`config.mk`:
```
export PLATFORM = sky130hd
export DESIGN_NAME = adc_setup_top
export DESIGN_NICKNAME = d
export VERILOG_FILES = /design/src/logic/adc_reg_pkg.sv /design/src/logic/serial_link_pkg.sv /design/src/logic/adc_setup_regs.sv /design/src/logic/adc_serial_setup.sv /design/src/logic/adc_serial_writer.sv /design/src/logic/adc_setup_top.sv
export SDC_FILE = /design/constraint.sdc
export NUM_CORES = 1
export LEC_CHECK = 0
export BUFFER_PORTS_ARGS = -buffer_cell sky130_fd_sc_hd__buf_2
export CAP_MARGIN = 20
export CORE_MARGIN = 2
export CORE_UTILIZATION = 46
export DETAILED_ROUTE_END_ITERATION = 10
export PLACE_DENSITY = 0.6
export SYNTH_ARGS = -nofsm -noshare
export SYNTH_HDL_FRONTEND = slang
export SYNTH_SLANG_ARGS = --single-unit
export TNS_END_PERCENT = 10
```
`constraint.sdc`:
```
create_clock -name fsclk -period 3.55 [get_ports fsclk]
set_input_delay 0.355 -clock fsclk [delete_from_list [all_inputs] [get_ports fsclk]]
set_output_delay 0.355 -clock fsclk [all_outputs]
set_load 0.1 [all_outputs]
```
`src/logic/adc_reg_pkg.sv`:
```
package adc_reg_pkg;

  // ~~~~~~~~~~~~~~~~~~~~~~~~~~~~~~~~~~~~~~~~
  // setup register map
  // ~~~~~~~~~~~~~~~~~~~~~~~~~~~~~~~~~~~~~~~~

  localparam int num_setup_regs = 6;

  // index into the setup bank. only 0 to 5 select a register.
  typedef logic [2:0] reg_index_t;

  typedef logic [3:0] reg_addr_t; // address as the ADC decodes it.

  typedef logic [15:0] reg_data_t;

  // ~~~~~~~~~~~~~~~~~~~~~~~~~~~~~~~~~~~~~~~~
  // tables indexed by reg_index_t
  // ~~~~~~~~~~~~~~~~~~~~~~~~~~~~~~~~~~~~~~~~

  // the sequencer writes the registers in this order.
  localparam reg_addr_t setup_addr_table [num_setup_regs] = '{
    4'h1,  // configuration.
    4'h2,  // offset.
    4'h3,  // full-scale voltage adjust.
    4'hC,  // fine phase.
    4'hD,  // coarse phase.
    4'hF   // test pattern.
  };

  // power-up values of the bank.
  // without host writes these are the words that reach the ADC.
  localparam reg_data_t setup_default_table [num_setup_regs] = '{
    16'h92FF,
    16'h007F,
    16'h807F,  // mid-scale full-scale adjust.
    16'h007F,
    16'h03FF,
    16'hFFFF   // test pattern off.
  };

endpackage

```
`src/logic/serial_link_pkg.sv`:
```
package serial_link_pkg;

  // ~~~~~~~~~~~~~~~~~~~~~~~~~~~~~~~~~~~~~~~~
  // three-wire serial frame
  // ~~~~~~~~~~~~~~~~~~~~~~~~~~~~~~~~~~~~~~~~

  localparam int frame_bits = 32;

  typedef logic [11:0] header_t; // fixed pattern that opens every frame.

  // one write frame. the header goes out first since the link is MSB first.
  typedef struct packed {
    header_t       header;
    logic [3:0]    addr;    // target register in the ADC.
    logic [15:0]   data;
  } serial_word_t;

endpackage

```
`src/logic/adc_setup_regs.sv`:
```
`timescale 1ns/1ps

module adc_setup_regs
  import adc_reg_pkg::*;
(
  input  logic       fsclk,
  input  logic       reset,
  input  logic       cfg_we,
  input  reg_index_t cfg_index,
  input  reg_data_t  cfg_data,
  input  logic       busy,
  input  reg_index_t reg_index,
  output reg_data_t  reg_data
);

  reg_data_t regs [num_setup_regs];

  logic cfg_index_ok;
  logic rd_index_ok;
  logic write_ok;

  // ~~~~~~~~~~~~~~~~~~~~~~~~~~~~~~~~~~~~~~~~
  // host write port
  // ~~~~~~~~~~~~~~~~~~~~~~~~~~~~~~~~~~~~~~~~

  assign cfg_index_ok = (cfg_index < reg_index_t'(num_setup_regs));

  // the bank is frozen while a sequence runs.
  // a frame's data word cannot change under the writer that way.
  assign write_ok = cfg_we && !busy && cfg_index_ok;

  always_ff @(posedge fsclk) begin
    if (reset) begin
      for (int i = 0; i < num_setup_regs; i++) begin
        regs[i] <= setup_default_table[i];
      end
    end else if (write_ok) begin
      regs[cfg_index] <= cfg_data;
    end
  end

  // ~~~~~~~~~~~~~~~~~~~~~~~~~~~~~~~~~~~~~~~~
  // sequencer read port
  // ~~~~~~~~~~~~~~~~~~~~~~~~~~~~~~~~~~~~~~~~

  assign rd_index_ok = (reg_index < reg_index_t'(num_setup_regs));

  // combinational read so the frame word follows reg_index in the same cycle.
  always_comb begin
    if (rd_index_ok) begin
      reg_data = regs[reg_index];
    end else begin
      reg_data = '0; // unused indices read as zero.
    end
  end

endmodule

```
`src/logic/adc_serial_setup.sv`:
```
`timescale 1ns/1ps

module adc_serial_setup
  import adc_reg_pkg::*, serial_link_pkg::*;
#(
  parameter header_t header_pattern = 12'h001
) (
  input  logic         fsclk,
  input  logic         reset,
  input  logic         calibration_done,
  input  reg_data_t    reg_data,
  output reg_index_t   reg_index,
  output logic         busy,
  output serial_word_t word,
  output logic         start,
  input  logic         done,
  output logic         setup_done
);

  typedef enum logic [2:0] {
    st_idle,
    st_config,
    st_offset,
    st_vadj,
    st_phase_fine,
    st_phase_coarse,
    st_test_pattern,
    st_done
  } seq_state_t;

  seq_state_t state;
  seq_state_t next_state;
  seq_state_t after_frame;
  logic       in_frame;

  always_ff @(posedge fsclk) begin
    if (reset) begin
      state <= st_idle;
    end else begin
      state <= next_state;
    end
  end

  // ~~~~~~~~~~~~~~~~~~~~~~~~~~~~~~~~~~~~~~~~
  // per-register decode
  // ~~~~~~~~~~~~~~~~~~~~~~~~~~~~~~~~~~~~~~~~

  // each frame state picks its register and the state that follows it.
  always_comb begin
    in_frame    = 1'b1;
    reg_index   = 3'd0;
    after_frame = st_done;
    case (state)
      st_config:       begin reg_index = 3'd0; after_frame = st_offset;       end
      st_offset:       begin reg_index = 3'd1; after_frame = st_vadj;         end
      st_vadj:         begin reg_index = 3'd2; after_frame = st_phase_fine;   end
      st_phase_fine:   begin reg_index = 3'd3; after_frame = st_phase_coarse; end
      st_phase_coarse: begin reg_index = 3'd4; after_frame = st_test_pattern; end
      st_test_pattern: begin reg_index = 3'd5; after_frame = st_done;         end
      default:         in_frame = 1'b0;
    endcase
  end

  always_comb begin
    next_state = state;
    case (state)
      st_idle: begin
        if (calibration_done) begin
          next_state = st_config;
        end
      end
      st_done: next_state = st_done; // only reset starts another run.
      default: begin
        if (done) begin
          next_state = after_frame;
        end
      end
    endcase
  end

  // ~~~~~~~~~~~~~~~~~~~~~~~~~~~~~~~~~~~~~~~~
  // writer handshake and status
  // ~~~~~~~~~~~~~~~~~~~~~~~~~~~~~~~~~~~~~~~~

  assign word = '{
    header: header_pattern,
    addr:   setup_addr_table[reg_index],
    data:   reg_data
  };

  // start drops in the done cycle so the writer does not take the same frame twice.
  assign start      = in_frame && !done;
  assign busy       = in_frame;
  assign setup_done = (state == st_done);

endmodule

```
`src/logic/adc_serial_writer.sv`:
```
`timescale 1ns/1ps

module adc_serial_writer
  import serial_link_pkg::*;
#(
  parameter int cs_gap_cycles = 4
) (
  input  logic         fsclk,
  input  logic         reset,
  input  logic         start,
  input  serial_word_t word,
  output logic         done,
  output logic         sdata,
  output logic         scs
);

  localparam int bit_w = $clog2(frame_bits);
  localparam int gap_w = (cs_gap_cycles > 1) ? $clog2(cs_gap_cycles) : 1;

  localparam logic [bit_w-1:0] bit_last = bit_w'(frame_bits - 1);
  localparam logic [gap_w-1:0] gap_last = gap_w'(cs_gap_cycles - 1);

  typedef enum logic [1:0] {
    st_idle,
    st_load,
    st_shift,
    st_gap
  } wr_state_t;

  wr_state_t              state;
  logic [frame_bits-1:0]  shreg;
  logic [bit_w-1:0]       bit_cnt;
  logic [gap_w-1:0]       gap_cnt;

  // ~~~~~~~~~~~~~~~~~~~~~~~~~~~~~~~~~~~~~~~~
  // control and serial outputs
  // ~~~~~~~~~~~~~~~~~~~~~~~~~~~~~~~~~~~~~~~~

  always_ff @(posedge fsclk) begin
    if (reset) begin
      state   <= st_idle;
      scs     <= 1'b1;
      sdata   <= 1'b0;
      bit_cnt <= '0;
      gap_cnt <= '0;
    end else begin
      case (state)
        st_idle: begin
          if (start) begin
            state <= st_load;
          end
        end
        st_load: begin // scs still high here, first bit goes out next.
          scs     <= 1'b0;
          sdata   <= shreg[frame_bits-1];
          bit_cnt <= '0;
          state   <= st_shift;
        end
        st_shift: begin
          if (bit_cnt == bit_last) begin
            scs     <= 1'b1;
            sdata   <= 1'b0; // line rests low between frames.
            gap_cnt <= '0;
            state   <= st_gap;
          end else begin
            sdata   <= shreg[frame_bits-1];
            bit_cnt <= bit_cnt + 1'b1;
          end
        end
        default: begin
          if (gap_cnt == gap_last) begin
            state <= st_idle;
          end else begin
            gap_cnt <= gap_cnt + 1'b1;
          end
        end
      endcase
    end
  end

  // the frame is captured when start is taken and then shifted MSB first.
  always_ff @(posedge fsclk) begin
    if (state == st_idle && start) begin
      shreg <= word;
    end else if (state == st_load || state == st_shift) begin
      shreg <= {shreg[frame_bits-2:0], 1'b0};
    end
  end

  assign done = (state == st_gap) && (gap_cnt == gap_last); // last gap cycle.

endmodule

```
`src/logic/adc_setup_top.sv`:
```
`timescale 1ns/1ps

module adc_setup_top
  import adc_reg_pkg::*, serial_link_pkg::*;
#(
  parameter header_t header_pattern = 12'h001,
  parameter int      cs_gap_cycles  = 4
) (
  input  logic       fsclk,
  input  logic       reset,
  input  logic       cfg_we,
  input  reg_index_t cfg_index,
  input  reg_data_t  cfg_data,
  input  logic       calibration_done,
  output logic       setup_done,
  output logic       sdata,
  output logic       scs
);

  reg_index_t   reg_index;
  reg_data_t    reg_data;
  logic         busy;
  serial_word_t word;
  logic         start;
  logic         done;

  // ~~~~~~~~~~~~~~~~~~~~~~~~~~~~~~~~~~~~~~~~
  // register bank, sequencer, serial writer
  // ~~~~~~~~~~~~~~~~~~~~~~~~~~~~~~~~~~~~~~~~

  adc_setup_regs u_regs (
    .fsclk     (fsclk),
    .reset     (reset),
    .cfg_we    (cfg_we),
    .cfg_index (cfg_index),
    .cfg_data  (cfg_data),
    .busy      (busy),
    .reg_index (reg_index),
    .reg_data  (reg_data)
  );

  adc_serial_setup #(
    .header_pattern (header_pattern)
  ) u_setup (
    .fsclk            (fsclk),
    .reset            (reset),
    .calibration_done (calibration_done),
    .reg_data         (reg_data),
    .reg_index        (reg_index),
    .busy             (busy),
    .word             (word),
    .start            (start),
    .done             (done),
    .setup_done       (setup_done)
  );

  // the ADC serial clock is fsclk itself, so only sdata and scs leave the chip.
  adc_serial_writer #(
    .cs_gap_cycles (cs_gap_cycles)
  ) u_writer (
    .fsclk (fsclk),
    .reset (reset),
    .start (start),
    .word  (word),
    .done  (done),
    .sdata (sdata),
    .scs   (scs)
  );

endmodule

```
==> results.toml, run 1 <==
[logic_synthesis]
netlist.area_leader.share_pct = 53.18
netlist_area_um2 = 6776
yosysSeqAreaShare_pct = 60.86
netlist_instances = 601
ys_warn_count = 0
synth_top_area_cell = "edfxtp_1"
synth.avg_cell_area_um2 = 11.28
async_flop_share_pct = 0
ys_ff_latch = 146
ys_types = 58
synth_edf_count = 120
synthTopCellsByArea = "edfxtp_1, dfxtp_1, nor2_1"
synth_flop_cell = "edfxtp_1"

[flow_run]
maxCapViolations = 0

[status]
status = "finished, final reports clean"

[global_route]
grt_overflow = 0
grt_pass1_wl_um = 25180
antenna_found_initial = 0
grt_max_degree = 30
grt_usage_pct = 20.83
first_global_vias = 4653

[cells_and_area]
layout_commonest_cell = "edfxtp_1"
fillers = 1261
drive_gt1_share_pct = 13.48
layout.cells.most_common_list = "edfxtp_1, nor2_1, nand2_1"
ff_latch_area_um2 = 4124
final_nets = 662
fin_area_um2 = 7711
multiInputGateArea_um2 = 2400
area_delta_synth_final_pct = 13.79
n_antenna_cell = 0

[setup_path]
critPathMaxFanout = 16
criticalPathCategory = "flip-flop to flip-flop"
cp_top_family = "simple AND/OR/NAND/NOR gates"
r2r_cells = 7
required_ns = 3.60
arrival_ns = 2.96
crit_chain = "inv_1 > ha_1 > mux2i_4 > inv_4 > nor4b_4 > nand2_1 > nand2b_1"
cp_num_buf_inv = 2
slowest_stage = "nand2b_1"
slowest_delay_ns = 0.68
start_kind = "flip-flop"
crit_cells = 7
end_kind = "flip-flop"

[cts]
cts_tree = "built"
numCtsBuffers = 17
cts_buffer_depth = 2
cts_hold_buf = 0
cts_root_buffer = "clkbuf_16"
cts_resized = 0
cts_setup_buffers = 0
ctsHtreeMaxLevel = 4
clkTransAtPathRegs_ns = 0.06
clock_sinks = 146
clkLatencyLatePin_ns = 0.42

[min_path]
min_path_cells = 2
min_path_type = "input pin to flip-flop"

[pwr]
switching_power_uw = 2230
p_total_uw = 6462
combinationalPowerShare_pct = 35.2
swShare_pct = 34.51
pwr-share-seq_pct = 36.5
internal-power_uw = 4232
power.density_nw_per_um2 = 838.0
leakage_uw = 0.002741
vdd_drop_max_mv = 0.3618
power_frac_clock_pct = 28.3

[sta]
layout_min_cycle_time_ns = 2.912
hold_violations = 0
fmax_ghz = 0.3434
setup_viol = 0
max_slew.worst_pin.slew_ns = 0.8447
finalCritPeriodShare_pct = 82.04
slew_headroom_pct = 43.69
tns_ns = 0
rsz0062_at_grt = "false"
slew_violations = 0
fin_skew_ns = 0.01062

[routing]
vias = 4561
ant_nets = 0
finalWirelength_um = 15560
initialDrtViolationCount = 345
wl_met3_um = 839
via_per_inst = 5.549
wl_met2_um = 7635
routedWlPerCell_um = 18.92
wl_met1_um = 6910
top_layer = "met4"
drc_errors = 0
firstDrtPassIters = 5

[place]
gp_congestion = 0.8112
io_buffers = 25
hpwl_um = 10400
postPlaceCellArea_um2 = 7097

[die]
core-area_um2 = 14480
die_y_um = 125.4
rows = 44
die_w_um = 125.4
start_util_pct = 46.80
io_pins = 26
die_area_um2 = 15720
==> path summary, 6_finish.rpt <==
kind,from,to,slack (ns)
setup reg to reg,u_setup.state[0],u_regs.regs[0][3],0.64
hold / removal,cfg_data[7],u_regs.regs[4][7],0.20
setup / recovery,u_setup.state[0],u_regs.regs[0][3],0.64
hold reg to reg,u_writer.sdata,u_writer.sdata,0.46
==> through the flow <==
stage	utilization, %	setup WS (ns)	hold WS, ns	std cells
2_1_floorplan	-	1.070	0.4370	604
3_3_place_gp	49.01	0.6875	0.4539	790
3_5_place_dp	49.01	0.6472	0.4565	790
4_1_cts	53.15	0.6223	0.1944	821
5_1_grt	53.26	0.4110	0.2041	822
6_report	53.26	0.6377	0.2049	822
==> cell usage after synthesis, types with 4 or more instances <==
cell	count
nand2_1	72
nor2b_1	7
and2_1	10
buf_2	14
mux2i_1	28
clkbuf_1	18
a22oi_1	12
a311oi_1	4
a221oi_1	4
inv_1	24
a22o_1	10
ha_1	13
edfxtp_1	120
dfxtp_1	26
nor2_1	90
a31o_2	10
nor3_1	8
o211ai_1	13
o22a_1	4
nor3b_1	4
o21ai_0	18
nand2b_1	23
a21oi_1	20
==> flip-flops by register name (all words and copies together), names as in the netlist <==
name and cells:
u_writer.gap_cnt 2, u_writer.state 2, u_writer.sdata 1, u_setup.state 3, u_writer.shreg 32, u_writer.scs 1, u_regs.regs 100, u_writer.bit_cnt 5
==> layer usage <==
| metal | GRT usage (%) | vias up |
|---|---|---|
| li1 | - | 2207 |
| met1 | 28.50 | 2218 |
| met2 | 34.18 | 124 |
| met3 | 3.937 | 12 |
| met4 | 5.882 | 0 |
| met5 | 0 | - |
==> power by group through the flow <==
stage / clock, uW / combinational, uW / sequential (uW)
5_1_grt: 1940 / 2510 / 2380
2_1_floorplan: 0 / 1620 / 2380
4_1_cts: 1850 / 2250 / 2370
3_5_place_dp: 0 / 2230 / 2400
6_report: 1830 / 2280 / 2360
3_3_place_gp: 0 / 2180 / 2390
==> layout make-up <==
| cell class | count | share of cell area [%] |
|---|---|---|
| Clock inverter | 11 | 2.109 |
| Sequential cell | 146 | 53.48 |
| Multi-Input combinational cell | 395 | 31.12 |
| Timing Repair Buffer | 40 | 3.343 |
| Clock buffer | 20 | 5.663 |
| Inverter | 26 | 1.298 |
| Tap cell | 184 | 2.986 |
==> kinds of logic (layout without fill, tap and decap cells) <==
logic type / after synthesis / in the layout / share of synthesized area, %
AO/OA/AOI/OAI: 112 / 112 / 11.85
XOR/XNOR: 3 / 3 / 0.3878
adder cells (fa/ha/maj): 13 / 13 / 2.400
buffers and inverters: 63 / 97 / 3.896
flip-flops: 146 / 146 / 60.86
multiplexers: 30 / 30 / 4.634
other: 1 / 4 / 0.05534
AND/OR/NAND/NOR: 233 / 233 / 15.92
(Power assumes the default switching activity.)
==> run 2, diff against run 1 <==
PLACE_DENSITY = 0.63   (was 0.6)
clock period = 2.51 ns   (was 3.55 ns; I/O delays follow)
==> run 2 against run 1 <==
  * Global-route usage barely moved
  * Clock power increased by 28%
  * Hold slack got worse by 0.11 ns
  * Via count rose by 5.3%
  * Sequential cell count stayed put
  * Clock skew rose by 0.0089 ns
  * Critical path depth is 1 higher
  * Highest routed layer unchanged
==> results.toml, run 2 (synthesis results as in run 1) <==
[sta]
slew_violations = 0
finalCritPeriodShare_pct = 95.34
fmax_ghz = 0.4179
rsz0062_at_grt = "false"
max_slew.worst_pin.slew_ns = 0.5764
layout_min_cycle_time_ns = 2.393
fin_skew_ns = 0.01951
slew_headroom_pct = 61.57
tns_ns = 0
hold_violations = 0
setup_viol = 0

[setup_path]
critPathMaxFanout = 10
required_ns = 2.76
r2r_cells = 8
end_kind = "flip-flop"
arrival_ns = 2.64
start_kind = "flip-flop"
criticalPathCategory = "flip-flop to flip-flop"

[cts]
cts_setup_buffers = 0
numCtsBuffers = 17
cts_tree = "built"
cts_buffer_depth = 2
clkTransAtPathRegs_ns = 0.06
cts_hold_buf = 0
cts_resized = 0
clkLatencyLatePin_ns = 0.43
ctsHtreeMaxLevel = 4
clock_sinks = 146
cts_root_buffer = "clkbuf_16"

[routing]
finalWirelength_um = 15900
firstDrtPassIters = 5
drc_errors = 0
via_per_inst = 5.675
vias = 4801
initialDrtViolationCount = 444
ant_nets = 0
routedWlPerCell_um = 18.80

[cells_and_area]
final_util_pct = 54.33
layout_commonest_cell = "edfxtp_1"
layout.cells.most_common_list = "edfxtp_1, nor2_1, nand2_1"
final_nets = 685
largest_reg_flops = 100
area_delta_synth_final_pct = 16.08
regMostFlops = "u_regs.regs"
largestRegisters = "u_regs.regs (100), u_writer.shreg (32), u_writer.bit_cnt (5)"
n_antenna_cell = 0
drive_gt1_share_pct = 17.52

[global_route]
grt_overflow = 0
grt_pass1_wl_um = 25060
grt_usage_pct = 20.87
first_global_vias = 4742
antenna_found_initial = 0
grt_max_degree = 52

[die]
die_w_um = 125.4
rows = 44
start_util_pct = 46.80
die_area_um2 = 15720
io_pins = 26
core-area_um2 = 14480
die_y_um = 125.4

[pwr]
power.density_nw_per_um2 = 1140
vdd_drop_max_mv = 0.5400
leakage_uw = 0.002846

[min_path]
min_path_cells = 2
min_path_type = "input pin to flip-flop"

[place]
gp_congestion = 0.8600
hpwl_um = 10580
io_buffers = 25

[flow_run]
maxCapViolations = 0

[status]
status = "finished, final reports clean"
==> run 2: critical path, stage by stage (launching register included) <==
cell	delay, ns
dfxtp_1	0.40
inv_1	0.11
ha_1	0.25
buf_4	0.20
nand2b_1	0.16
or2_1	0.29
or2_1	0.38
a31o_2	0.30
o211ai_1	0.10
==> run 2: final cells by class <==
type                    count  area [um^2]
multi-input cells         395         2419
flip-flops and latches    146         4124
clock inverters            14        116.4
fillers                  1266         6613
repair buffers             63        447.9
inverters                  26        100.1
clock buffers              18        429.2
well taps                 184        230.2
==> run 2: through the flow <==
stage	power [uW]	setup slack [ns]	cell area, um^2	hold WS (ns)	cells
floorplan	5655	0.02954	6788	0.4288	604
global placement	6530	0.1885	7302	0.4546	814
global route	9440	0.002619	7866	0.1064	846
CTS	8971	0.08518	7848	0.08482	846
detailed placement	6627	0.1120	7302	0.4605	814
finish	8967	0.1169	7866	0.09676	846
==> run 2: power by group <==
group	internal [uW]	leakage [uW]	total, uW	switching [uW]
sequential	3180	0.00123	3340	156
clock	1350	0.000259	2350	998
combinational	1250	0.00135	3280	2030
total	5780	0.00285	8970	3190
==> run 2: layer usage <==
| metal | GRT usage, % | part of all wire [%] | up-vias |
|---|---|---|---|
| met5 | 0 | 0 | - |
| met4 | 7.647 | 1.4 | 0 |
| met3 | 4.151 | 6.7 | 15 |
| met2 | 33.31 | 48 | 195 |
| met1 | 28.53 | 44 | 2337 |
| li1 | - | - | 2254 |
==> run 2: worst paths after layout <==
| path | from | end | slack [ns] |
|---|---|---|---|
| max | u_setup.state[1] | u_writer.shreg[8] | 0.12 |
| min | cfg_data[6] | u_regs.regs[4][6] | 0.1 |
| max reg2reg | u_setup.state[1] | u_writer.shreg[8] | 0.12 |
| min reg2reg | u_writer.sdata | u_writer.sdata | 0.47 |
